==> src/verilog/neoPalettePkg.sv <==
`default_nettype none

package neoPalettePkg;

	// Region hit by the current CPU address
	typedef enum logic [1:0] {
		regNone,
		regPalette,
		regSysLatch
	} busRegion;

	// Palette entries per bank, as address bits
	localparam int palIndexWidth = 12;

	// One palette word
	// Bit 15 dark, 14..12 low RGB bits, 11..0 high RGB nibbles
	localparam int colorWordWidth = 16;

	// Per channel DAC level
	localparam int dacWidth = 7;

	// System latch bit positions
	localparam logic [2:0] latchShadow = 3'd0;
	// Cleared bit means bank 1
	localparam logic [2:0] latchPalBank = 3'd7;

endpackage

`default_nettype wire

==> src/verilog/colorOutput.sv <==
`timescale 1ns/1ps
`default_nettype none

module colorOutput import neoPalettePkg::*; (
	input wire clk6MB,
	input wire arstN,
	// Word from the palette read stage
	input wire [colorWordWidth-1:0] pixColor,
	input wire pixBnkN,
	input wire pixShadow,
	// DAC levels
	output logic [dacWidth-1:0] videoR,
	output logic [dacWidth-1:0] videoG,
	output logic [dacWidth-1:0] videoB
);

	logic [4:0] red5;
	logic [4:0] green5;
	logic [4:0] blue5;
	logic darkBit;
	logic [dacWidth-1:0] nextR;
	logic [dacWidth-1:0] nextG;
	logic [dacWidth-1:0] nextB;

	// Binary weighted ladder
	// Dark and shadow are the two smallest steps, both active high
	function automatic logic [dacWidth-1:0] dacLevel(
		input logic [4:0] level5,
		input logic dark,
		input logic shade
	);
		return {level5, ~dark, ~shade};
	endfunction

	// High nibble then the channel's low bit
	assign red5 = {pixColor[11:8], pixColor[14]};
	assign green5 = {pixColor[7:4], pixColor[13]};
	assign blue5 = {pixColor[3:0], pixColor[12]};
	assign darkBit = pixColor[15];

	// Blanking wins over everything
	always_comb begin
		if (pixBnkN) begin
			nextR = dacLevel(red5, darkBit, pixShadow);
			nextG = dacLevel(green5, darkBit, pixShadow);
			nextB = dacLevel(blue5, darkBit, pixShadow);
		end else begin
			nextR = '0;
			nextG = '0;
			nextB = '0;
		end
	end

	// Output register, second pipe stage
	always_ff @(posedge clk6MB or negedge arstN) begin
		if (!arstN) begin
			videoR <= '0;
			videoG <= '0;
			videoB <= '0;
		end else begin
			videoR <= nextR;
			videoG <= nextG;
			videoB <= nextB;
		end
	end

	// Blanked pixel must come out black
	assert property (@(posedge clk6MB) disable iff (!arstN)
		!pixBnkN |=> (videoR == '0 && videoG == '0 && videoB == '0))
		else $error("Blanked pixel not black");

endmodule

`default_nettype wire

==> config.mk <==
export PLATFORM = sky130hd
export DESIGN_NAME = colorOutput
export DESIGN_NICKNAME = d
export VERILOG_FILES = /design/src/verilog/neoPalettePkg.sv /design/src/verilog/colorOutput.sv
export SDC_FILE = /design/constraint.sdc
export NUM_CORES = 1
export LEC_CHECK = 0
export BUFFER_PORTS_ARGS = -buffer_cell sky130_fd_sc_hd__buf_2
export CORE_MARGIN = 2
export CORE_UTILIZATION = 41
export DETAILED_ROUTE_END_ITERATION = 10
export PLACE_DENSITY = 0.89
export SLEW_MARGIN = 20
export SYNTH_ARGS = -nofsm -noshare
export SYNTH_HDL_FRONTEND = slang
export SYNTH_SLANG_ARGS = --single-unit
==> constraint.sdc <==
create_clock -name clk6MB -period 1 [get_ports clk6MB]
set_input_delay 0.15 -clock clk6MB [delete_from_list [all_inputs] [get_ports clk6MB]]
set_output_delay 0.15 -clock clk6MB [all_outputs]
set_load 0.01 [all_outputs]
Yosys cells after proc, flatten, opt, wreduce, memory -nomap -nowiden

Index checks and enable logic that the tools add are counted.

Bits in registers: 21
Input port bits: 20
Output and inout port bits: 21
Logic and storage cells: 8

Multiplexer cells: 3
Bitwise operators: 2

Operators by type and width:

| kind             | count |
|---|---|
| 2-to-1 mux 7 bit | 3 |
| NOT 1 bit        | 2 |

Longest topological paths before layout

Depth after elaboration: 2
Gate-level depth with buffers: 2

Worst setup path before layout

OpenSTA, ideal clock, no wires.

Path kind: register to output
Start point: register videoB[0] (netlist name)
End point: output videoG[0]
Stages on the path, launching flop included: 2
Data arrival time: 0.553 ns
Data required time: 0.850 ns
Path slack: 0.297 ns
Cells stage by stage: dfrtp_1 buf_4

RTL lines:

| element       | RTL line          | text |
|---|---|---|
| end, declared | colorOutput.sv:13 | `output logic [dacWidth-1:0] videoG,` |

==> results.yml <==
outcome:
  status: "completed"
logic_synthesis:
  synth_edf_count: 0
  synth.distinct_cells: 5
  synth_compound_area_frac: 0
  synth_warnings: 0
  synth-simple-area-share: 0.186
  yosys-top-cells-area: "dfrtp_1, and2_1, buf_4"
  synthAdderAreaFrac: 0
  synth-seq-area-share: 0.742
  async_reset_ff_frac: 1.00
  yosysTopAreaCell: "dfrtp_1"
  synth_xor_area_frac: 0
  synthFlopType: "dfrtp_1"
  syn-cell-area_sq_um: 573
  synth_top_family_by_area: "simple AND/OR/NAND/NOR gates"
  synth_fp_nets: 59
  synthMuxAreaShare: 0
  synth_top_area_share: 0.742
  yosys-top-cells-count: "dfrtp_1, and2_1, buf_4"
  synth_seq_cells: 17
  avgSynthCellArea_sq_um: 14.7
  yosysMostFrequentCell: "dfrtp_1"
  synth_cells: 39
pwr:
  ir_drop_mv: 0.939
  p_sw_mw: 0.265
  p_leak_nw: 0.457
  power.share.clock: 0.280
  p_sw_frac: 0.218
  seqPwrFrac: 0.601
  combPwrFrac: 0.119
  p_int_mw: 0.949
  power.density_nw_per_um2: 1540
detailed_routing:
  ant_nets: 0
  first_pass_iters: 2
  vias: 400
  wirelength_microns: 968
  drc: 0
  first_iter_violations: 2
  wl_per_cell_microns: 10.3
  vias_per_cell: 4.26
die:
  dieArea_sq_um: 1710
  core_sq_um: 1300
  start_util: 0.440
  die_w_microns: 41.4
  fp.dieH_microns: 41.4
  ioPinCount: 41
  rows: 13
sta:
  finalCritPeriodShare: 0.946
  whs_ns: 0.0170
  slew_viol_final: 0
  relSlewSlack: 0.766
  hold_viol_final: 0
  max_clock_freq_mhz: 1060
  worstMarginPinSlew_ns: 0.351
  setup_viol: 0
  post-route-min-period_ns: 0.946
  rsz0062_at_grt: "true"
  tns_ns: 0
global_route:
  gr-total-overflow: 0
  grt_antenna_before_repair: 0
  grt_use_total: 0.147
  grt_max_degree: 18
  grt_pass1_vias: 370
  grt_pass1_wl_microns: 1440
clock_tree:
  cts_tree: "built"
  cts_buffers: 3
  cts.clk_slew.worst_paths_ns: 0.08
  clockBufferDepth: 2
  cts_max_level: 1
  post_cts_buffers: 0
  root_buffer: "clkbuf_4"
  post_cts_resized: 0
  clkSinkCount: 17
critical_path:
  crit_chain: "buf_2"
  slowest_stage: "dfrtp_1"
  crit_family: "flip-flops"
  end_kind: "primary output"
  arrival_ns: 0.80
  critPathBufInv: 1
  worstSetupPathType: "flop to primary output"
  cp_max_fo: 3
  cp-start-kind: "flop"
  slowest_delay_ns: 0.39
  cp.required_ns: 0.85
worst_hold_path:
  hold_path_class: "primary input to flop"
cells_and_area:
  fin_nets: 100
  layout-drive-gt1-share: 0.544
  n_antenna_cell: 0
  synthToLayoutAreaGrowth_pct: 37.3
  final_cells: 94
place:
  place.gp.congestion: 0.691
  dp_cells: 89
  portBuffers: 40
  hpwl_microns: 752
flow_run:
  drv_cap: 0
==> placed cells by master (no fill, tap or decap), drive strengths merged <==
| cell | n |
|---|---|
| dfrtp | 17 |
| and2 | 15 |
| buf | 40 |
| nor2b | 2 |
| clkbuf | 4 |
| dlygate4sd3 | 1 |
==> final timing paths <==
path	from	to	slack, ns	depth (start not counted)
setup / recovery	videoB[1]$_DFF_PN0_	videoR[1]	0.05	1
hold / removal	pixColor[15]	videoB[1]$_DFF_PN0_	0.02	2
max in group asynchronous	arstN	videoG[3]$_DFF_PN0_	0.40	2
min in group asynchronous	arstN	videoB[4]$_DFF_PN0_	0.33	2
==> metrics by stage <==
stage	instance area, sq um	total power, mW	worst slack, ns	util
4_1_cts	787	1.23	0.0344	0.605
3_5_place_dp	751	0.888	0.349	0.577
2_1_floorplan	573	0.811	0.297	-
5_1_grt	787	1.29	-0.00430	0.605
6_report	787	1.21	0.0538	0.605
3_3_place_gp	751	0.882	0.356	0.577
==> cell type report <==
class	count	area (sq um)
clock buffer	4	26.3
fill	116	514
multi-input combinational	17	106
sequential	17	425
tap	15	18.8
timing repair buffer	41	210
==> logic make-up (layout without fill, tap and decap cells) <==
group,Yosys count,in the layout
flip-flops,17,17
buffers and inverters,5,45
AND/OR/NAND/NOR,17,17
==> state kept, by name, summed over array words and instances (netlist names) <==
signal  flops
videoB      7
videoG      5
videoR      5
==> per-layer routing <==
metal  track usage  vias up  wire [microns]
met5             0        -               0
met4         0.121        0               8
met3        0.0638        2              95
met2         0.258       23             546
met1         0.125      181             317
li1              -      194               -
==> power by group through the flow <==
stage | registers, mW | logic [mW] | clock network (mW)
2_1_floorplan | 0.766 | 0.0452 | 0
3_3_place_gp | 0.742 | 0.140 | 0
3_5_place_dp | 0.745 | 0.144 | 0
4_1_cts | 0.731 | 0.147 | 0.356
5_1_grt | 0.735 | 0.162 | 0.391
6_report | 0.730 | 0.144 | 0.340
==> timing repair <==
action	4_1_cts	5_1_grt
hold buffers	1	0
endpoints found under the setup margin	0	3
endpoints found under the hold margin	17	0
(Power assumes the default switching activity.)
