==> src/verilog/neoPalettePkg.sv <==
`default_nettype none

package neoPalettePkg;

	// Region hit by the current CPU address
	typedef enum logic [1:0] {
		regNone,
		regPalette,
		regSysLatch
	} busRegion;

	// Palette entries per bank, as address bits
	localparam int palIndexWidth = 12;

	// One palette word
	// Bit 15 dark, 14..12 low RGB bits, 11..0 high RGB nibbles
	localparam int colorWordWidth = 16;

	// Per channel DAC level
	localparam int dacWidth = 7;

	// System latch bit positions
	localparam logic [2:0] latchShadow = 3'd0;
	// Cleared bit means bank 1
	localparam logic [2:0] latchPalBank = 3'd7;

endpackage

`default_nettype wire

==> src/verilog/cpuInterface.sv <==
`timescale 1ns/1ps
`default_nettype none

module cpuInterface import neoPalettePkg::*; #(
	parameter int dtackWait = 1
) (
	input wire clk6MB,
	input wire arstN,
	// 68000 bus, word address
	input wire [23:1] addr,
	input wire [colorWordWidth-1:0] wrData,
	input wire asN,
	input wire udsN,
	input wire ldsN,
	input wire rwN,
	output logic [colorWordWidth-1:0] rdData,
	output logic dtackN,
	// Palette RAM CPU port
	output logic [1:0] palWe,
	output logic [palIndexWidth:0] palAddr,
	output logic [colorWordWidth-1:0] palWrData,
	input wire [colorWordWidth-1:0] palRdData,
	// Latch outputs to the video side
	output logic palBank,
	output logic shadow
);

	// Counter reaches dtackWait+1, the edge DTACK goes low
	localparam int cntWidth = $clog2(dtackWait + 2);
	localparam logic [cntWidth-1:0] lastCnt = cntWidth'(dtackWait + 1);

	// Latch window 0x3A0000-0x3A001F
	localparam logic [23:0] sysLatchBase = 24'h3A0000;

	busRegion region;
	logic [cntWidth-1:0] waitCnt;
	logic ackNow;
	logic latchWr;
	logic [7:0] sysLatch;

	// Address decode
	always_comb begin
		region = regNone;
		if (addr[23:20] == 4'h4) begin
			// Whole 0x4xxxxx window, mirrors included
			region = regPalette;
		end else if (addr[23:5] == sysLatchBase[23:5]) begin
			region = regSysLatch;
		end
	end

	// Edge where DTACK is first asserted
	// Only one per bus cycle since dtackN is then low
	assign ackNow = !asN && (region != regNone) && dtackN && (waitCnt == lastCnt);

	// Byte enables, upper on bit 1
	assign palWe = (ackNow && region == regPalette && !rwN) ? ~{udsN, ldsN} : 2'b00;

	// Latch sits on the odd byte lane
	assign latchWr = ackNow && region == regSysLatch && !rwN && !ldsN;

	// Wait counter and DTACK
	always_ff @(posedge clk6MB or negedge arstN) begin
		if (!arstN) begin
			waitCnt <= '0;
			dtackN <= 1'b1;
		end else if (asN) begin
			// Bus cycle over
			waitCnt <= '0;
			dtackN <= 1'b1;
		end else if (ackNow) begin
			dtackN <= 1'b0;
		end else if (dtackN && waitCnt != lastCnt) begin
			// Saturates, unmapped accesses just stall here
			waitCnt <= waitCnt + 1'b1;
		end
	end

	// System latch
	// A3..A1 pick the bit, A4 is the value
	always_ff @(posedge clk6MB or negedge arstN) begin
		if (!arstN) begin
			sysLatch <= '0;
		end else if (latchWr) begin
			sysLatch[addr[3:1]] <= addr[4];
		end
	end

	assign shadow = sysLatch[latchShadow];
	assign palBank = ~sysLatch[latchPalBank];

	// Bank on top of the word index
	assign palAddr = {palBank, addr[palIndexWidth:1]};
	assign palWrData = wrData;

	// Read data only while DTACK is held, otherwise bus idles at zero
	assign rdData = (!dtackN && rwN && region == regPalette) ? palRdData : '0;

	// DTACK drops once AS has been high for a cycle
	assert property (@(posedge clk6MB) disable iff (!arstN)
		asN && $past(asN) |-> dtackN)
		else $error("DTACK held low after AS release");

	// Palette strobe stays inside the palette window
	assert property (@(posedge clk6MB) disable iff (!arstN)
		(|palWe) |-> region == regPalette)
		else $error("Palette write outside palette region");

	// No second strobe before AS goes high
	assert property (@(posedge clk6MB) disable iff (!arstN)
		(|palWe) |=> (palWe == 2'b00) until asN)
		else $error("Palette write fired twice in one bus cycle");

endmodule

`default_nettype wire

==> config.mk <==
export PLATFORM = sky130hd
export DESIGN_NAME = cpuInterface
export DESIGN_NICKNAME = d
export VERILOG_FILES = /design/src/verilog/neoPalettePkg.sv /design/src/verilog/cpuInterface.sv
export SDC_FILE = /design/constraint.sdc
export NUM_CORES = 1
export LEC_CHECK = 0
export ABC_AREA = 1
export BUFFER_PORTS_ARGS = -buffer_cell sky130_fd_sc_hd__buf_2
export CAP_MARGIN = 40
export CORE_AREA = 2 2 55 57
export CTS_CLUSTER_SIZE = 30
export DETAILED_ROUTE_END_ITERATION = 8
export DIE_AREA = 0 0 57 59
export GPL_ROUTABILITY_DRIVEN = 0
export GPL_TIMING_DRIVEN = 1
export PLACE_DENSITY_LB_ADDON = 0.15
export SKIP_LAST_GASP = 1
export SYNTH_ARGS = -nofsm -noshare
export SYNTH_HDL_FRONTEND = slang
export SYNTH_SLANG_ARGS = --single-unit
==> constraint.sdc <==
create_clock -name clk6MB -period 1.3 [get_ports clk6MB]
set_input_delay 0.13 -clock clk6MB [delete_from_list [all_inputs] [get_ports clk6MB]]
set_output_delay 0.13 -clock clk6MB [all_outputs]
set_load 0.03 [all_outputs]
Word level (Yosys, flattened, before mapping)
Index checks and enable logic that the tools add are counted.
- bits in registers: 11
- bits in latches: 0
- bits in writable memories: 0
- bits in read-only memories: 0
- bits of input ports: 61
- output and inout port bits: 50
- word-level logic and storage cells: 47
- memories kept: 0
- add/sub/neg operators: 1
- multiply operators: 0
- div/mod/pow operators: 0
- $lt $le $gt $ge: 2
- eq/ne operators: 7
- shift operators: 0
- mux-type cells: 12
- bitwise operators: 2
- reduce and logical (&&, ||, !) cells: 20
- operator list (operator ; number):
    $eq A19 B17 Y1 const B ; 1
    $mux W16 ; 1
    $logic_and A1 B1 Y1 ; 12
    $mux W2 ; 6
    $bwmux W8 ; 1
    $reduce_bool A2 Y1 ; 3
    $eq A2 B2 Y1 const B ; 2
    $eq A4 B3 Y1 const B ; 1
    $logic_not A1 Y1 ; 4
    $lt A3 B4 Y1 const B ; 1
    $ne A2 B2 Y1 const B ; 2
    $demux W1 S3 ; 1
    $ge A3 B1 Y1 const B ; 1
    $mux W1 ; 3
    $add A2 B1 Y2 const B ; 1
    $eq A2 B1 Y1 const B ; 1
    $not A2 Y2 ; 1
    $reduce_and A2 Y1 ; 1
    $not A1 Y1 ; 1

Logic depth before layout (Yosys ltp)
- word-level depth: 10
- mapped depth: 9
- mapped depth without buffers: 9

Worst setup path before layout
Ideal clock, no wire load.
- path kind: reg2out
- start point: reg dtackN
- end point: out palWe[0]
- arrival time: 1.751 ns
- required time: 1.170 ns
- path slack: -0.581 ns
- stages on the path, launching flop included: 3
- path buffers: 0
- path through: dfstp_2 > nand3_1 > nor4_1
- cells in the longest elaborated chain, start to end: 5
- RTL lines (item ; line ; RTL):
    start, declared ; cpuInterface.sv:17 ; output logic dtackN,
    start signal, assigned ; cpuInterface.sv:66 ; dtackN <= 1'b1;
    start signal, assigned ; cpuInterface.sv:70 ; dtackN <= 1'b1;
    start signal, assigned ; cpuInterface.sv:72 ; dtackN <= 1'b0;
    $logic_and A1 B1 Y1 (2 in a row) ; cpuInterface.sv:54 ; assign ackNow = !asN && (region != regNone) && dtackN && (waitCnt == lastCnt);
    $logic_and A1 B1 Y1 (2 in a row) ; cpuInterface.sv:57 ; assign palWe = (ackNow && region == regPalette && !rwN) ? ~{udsN, ldsN} : 2'b00;
    $mux W2 ; cpuInterface.sv:57 ;
    end, declared ; cpuInterface.sv:19 ; output logic [1:0] palWe,
No other way between the ends.

Final worst setup path
- start point: reg dtackN
- end point: out rdData[13]
- cells in the longest elaborated chain, start to end: 4
- RTL lines (item ; line ; RTL):
    $logic_not A1 Y1 ; cpuInterface.sv:97 ; assign rdData = (!dtackN && rwN && region == regPalette) ? palRdData : '0;
    $logic_and A1 B1 Y1 (2 in a row) ; cpuInterface.sv:97 ;
    $mux W16 ; cpuInterface.sv:97 ;
    end, declared ; cpuInterface.sv:16 ; output logic [colorWordWidth-1:0] rdData,
No other way between the ends.

==> results.txt <==
The flow ran to the end, but the final reports show violations. The final reports fail on negative setup slack. 0 antenna diodes ended up in the layout. The depth of the worst register-to-register path is 7. The worst hold path passes through 2 cells. The highest layer touched by signal routing is met3. The starting density of the core came out at 29.3%.

The sequential share of the synthesized area is 15.9%. The TritonCTS clock tree is yes. Summed over all nets, wire length on met2 after detailed routing comes to 1210 um. The Yosys warning count came out at 0. The die covers 3360 sq um.

STA classifies the critical path endpoint as an output port. The worst hold path terminates at waitCnt[1]$_DFFE_PN0P_. Across the VDD grid, the largest voltage drop is 0.546 mV. The worst setup path is of the flop to output port kind.

The share of post-route cells with drive strength above 1 came out at 64.2%. Yosys attributes the largest share of cell area to sky130_fd_sc_hd__buf_4 27%, sky130_fd_sc_hd__inv_1 15%, sky130_fd_sc_hd__dfrtp_1 13%. The number of detailed-route iterations in the first pass came out at 4. In the final design database the tool counted 250 nets. The y dimension of the die came out at 59 um. The worst flop-to-flop path startpoint is waitCnt[0]$_DFFE_PN0P_. The setup clock skew after layout came out at 0.000694 ns. The number of filler instances in the final layout is 282. The detailed-routed wire length on met3 is 265 um. The number of buffers created by CTS came out at 3. After detailed routing, the number of vias per cell comes to 4.18. The largest fanout on the critical path is 5. The cell sitting at the root of the clock tree is a sky130_fd_sc_hd__clkbuf_4.

The time the worst path needs with I/O delays and setup is 1.48 ns. The post-route worst setup slack came out at -0.179 ns. Across all register-to-register paths, the minimum setup slack is 0.07 ns.

The core outline area came out at 2710 sq um. The number of remaining DRC errors came out at 0. The count of buffers added on input and output ports is 78. The total half-perimeter wirelength after legalization and detailed placement came out at 1780 um.

The number of failing setup endpoints in the final timing report came out at 18. In this run the deepest clock path goes through 2 buffers. The netlist area before placement is 793 sq um. The count of nets left with antenna violations once routing finished came out at 0. After detailed routing, the average wire length per cell comes to 10.3 um. The first global-routing pass estimated 3030 um of wire.

The endpoint of the most critical register-to-register path is sysLatch[0]$_DFFE_PN0P_. In this run the static leakage power is 0.784 nW. The worst setup path is launched from a flop. Summed over all instances, the cell type with the most area after synthesis is sky130_fd_sc_hd__buf_4. In this run the tightest slew margin relative to its limit is 82.6%.

Entering global routing, the biggest net connects 12 pins. In the final routing, the length of wire on met1 measures 779 um. In this run the most critical hold path is launched from asN.

The final setup TNS came out at -2.76 ns. The number of cell rows came out at 19. Compared with the post-synthesis result, the final layout area differs by 66.2%. The clock insertion delay at the later pin of the skew report came out at 0.23 ns. From left edge to right edge, the die measures 57 um.

The detailed router finished its first iteration with 28 violations. The H-tree depth came out at 1. After technology mapping, the gate count stands at 129. The flip-flop and latch count after synthesis came out at 5. Global routing finished with a remaining overflow of 0. The final max-slew violation count was 0. The clock edge transition at the registers on the reported setup and hold paths is 0.04 ns. The share of synthesized area in the top cell type comes to 27.4%. The worst hold-check slack came out at 0.0974 ns. For this design the top-level I/O count stands at 111. Synthesis instantiated 21 different standard cells from the library. In this run the power density over the cells is 530 nW/um^2.

The required time of the critical path came out at 1.17 ns. The slew at the pin with the worst max-slew slack came out at 0.259 ns. The initial antenna violation count is 0. The path type of the worst min-delay path is input port to flop.

Each instance of the synthesized netlist takes up on average 6.15 sq um. The fraction of the cycle the final worst path needs came out at 114%. Summing over every cut layer, the via total after detailed routing is 911. Synthesis produced a netlist with a net count of 191. For this design, the sink count on the clock tree is 5.

The final hold violation count came out at 0. The maximum operating frequency is 676 MHz. The total track usage came out at 11.1%. The total detailed-routing wirelength is 2250 um. The count of max-cap constraint violations came out at 0. The arrival time at the worst endpoint came out at 1.35 ns. The via count of the first global-routing pass came out at 786. Setup repair after global routing could not meet its margin everywhere.
synth_stat cells (all sizes together):
| cell type | n |
|---|---|
| and3 | 1 |
| inv | 33 |
| ha | 1 |
| nor3 | 1 |
| buf | 30 |
| dfstp | 1 |
| nor4 | 2 |
| nand4 | 4 |
| nor2 | 30 |
| a211oi | 1 |
| nand3 | 5 |
| o21ai | 1 |
| dfrtp | 4 |
| nand2 | 15 |
state kept, by name (all words and copies together) (netlist names):
register,flops
sysLatch,2
waitCnt,2
dtackN,1
where the power goes:
group	internal [mW]	switching (mW)	total, mW
clock	0.115	0.0537	0.169
combinational	0.146	0.184	0.330
sequential	0.180	0.0203	0.200
layout make-up:
type,count,area (sq um),share of cell area (%)
tap,31,38.8,2.94
timing repair buffer,84,584,44.3
multi-input combinational,61,419,31.8
clock buffer,4,26.3,1.99
inverter,33,124,9.39
sequential,5,126,9.58
critical path: stages (launching register included):
cell and delay (ns):
sky130_fd_sc_hd__dfstp_2 0.57, sky130_fd_sc_hd__inv_2 0.06, sky130_fd_sc_hd__nand4_4 0.14, sky130_fd_sc_hd__clkbuf_16 0.17, sky130_fd_sc_hd__nor2_2 0.04, sky130_fd_sc_hd__buf_6 0.13
routing by layer:
layer | global-route usage (%) | vias to the layer above
met2 | 22.7 | 57
met1 | 10.2 | 387
met4 | 3.99 | 0
met3 | 3.28 | 0
met5 | 0 | -
li1 | - | 467
logic make-up after synthesis:
logic type / synth area share (%)
compound gates: 1.58
fa+ha+maj: 1.58
buf+inv: 44.5
flops: 15.9
simple gates: 36.4
worst max-delay path by stage:
stage	startpoint	endpoint	slack [ns]	cells after the start
2_1_floorplan	dtackN$_DFFE_PN1P_	palWe[0]	-0.11	2
3_3_place_gp	waitCnt[0]$_DFFE_PN0P_	palWe[0]	-0.08	5
3_5_place_dp	waitCnt[0]$_DFFE_PN0P_	palWe[0]	-0.11	5
4_1_cts	dtackN$_DFFE_PN1P_	rdData[1]	-0.18	5
5_1_grt	dtackN$_DFFE_PN1P_	rdData[10]	-0.23	5
6_report	dtackN$_DFFE_PN1P_	rdData[13]	-0.18	5
cells in the final DEF (no fill, tap or decap), drive strengths merged:
master | netlist | routed
buf | 30 | 82
inv | 33 | 33
nor2 | 30 | 30
nand2 | 15 | 15
nand3 | 5 | 5
clkbuf | 0 | 5
dfrtp | 4 | 4
nand4 | 4 | 4
nor4 | 2 | 2
nor3 | 1 | 1
o21ai | 1 | 1
a211oi | 1 | 1
and3 | 1 | 1
ha | 1 | 1
dfstp | 1 | 1
dlygate4sd3 | 0 | 1
timing repair:
| item | 4_1_cts | 5_1_grt |
|---|---|---|
| hold buffers | 1 | 0 |
| setup endpoints to repair | 20 | 19 |
| pin swaps | 3 | 0 |
| cloned | 0 | 1 |
| gates resized for setup | 22 | 34 |
| setup buffers | 4 | 0 |
| hold endpoints to repair | 5 | 0 |
through the flow:
stage / util, % / cells / setup slack [ns] / total power [mW] / cell area [sq um]
6_report: 48.7 / 218 / -0.179 / 0.699 / 1320
5_1_grt: 48.7 / 218 / -0.227 / 0.759 / 1320
4_1_cts: 44.5 / 217 / -0.176 / 0.707 / 1200
3_5_place_dp: 39.2 / 208 / -0.105 / 0.482 / 1060
3_3_place_gp: 39.2 / 208 / -0.0782 / 0.477 / 1060
2_1_floorplan: - / 129 / -0.110 / 0.482 / 861
No activity file was read; power rests on OpenSTA's default activity.
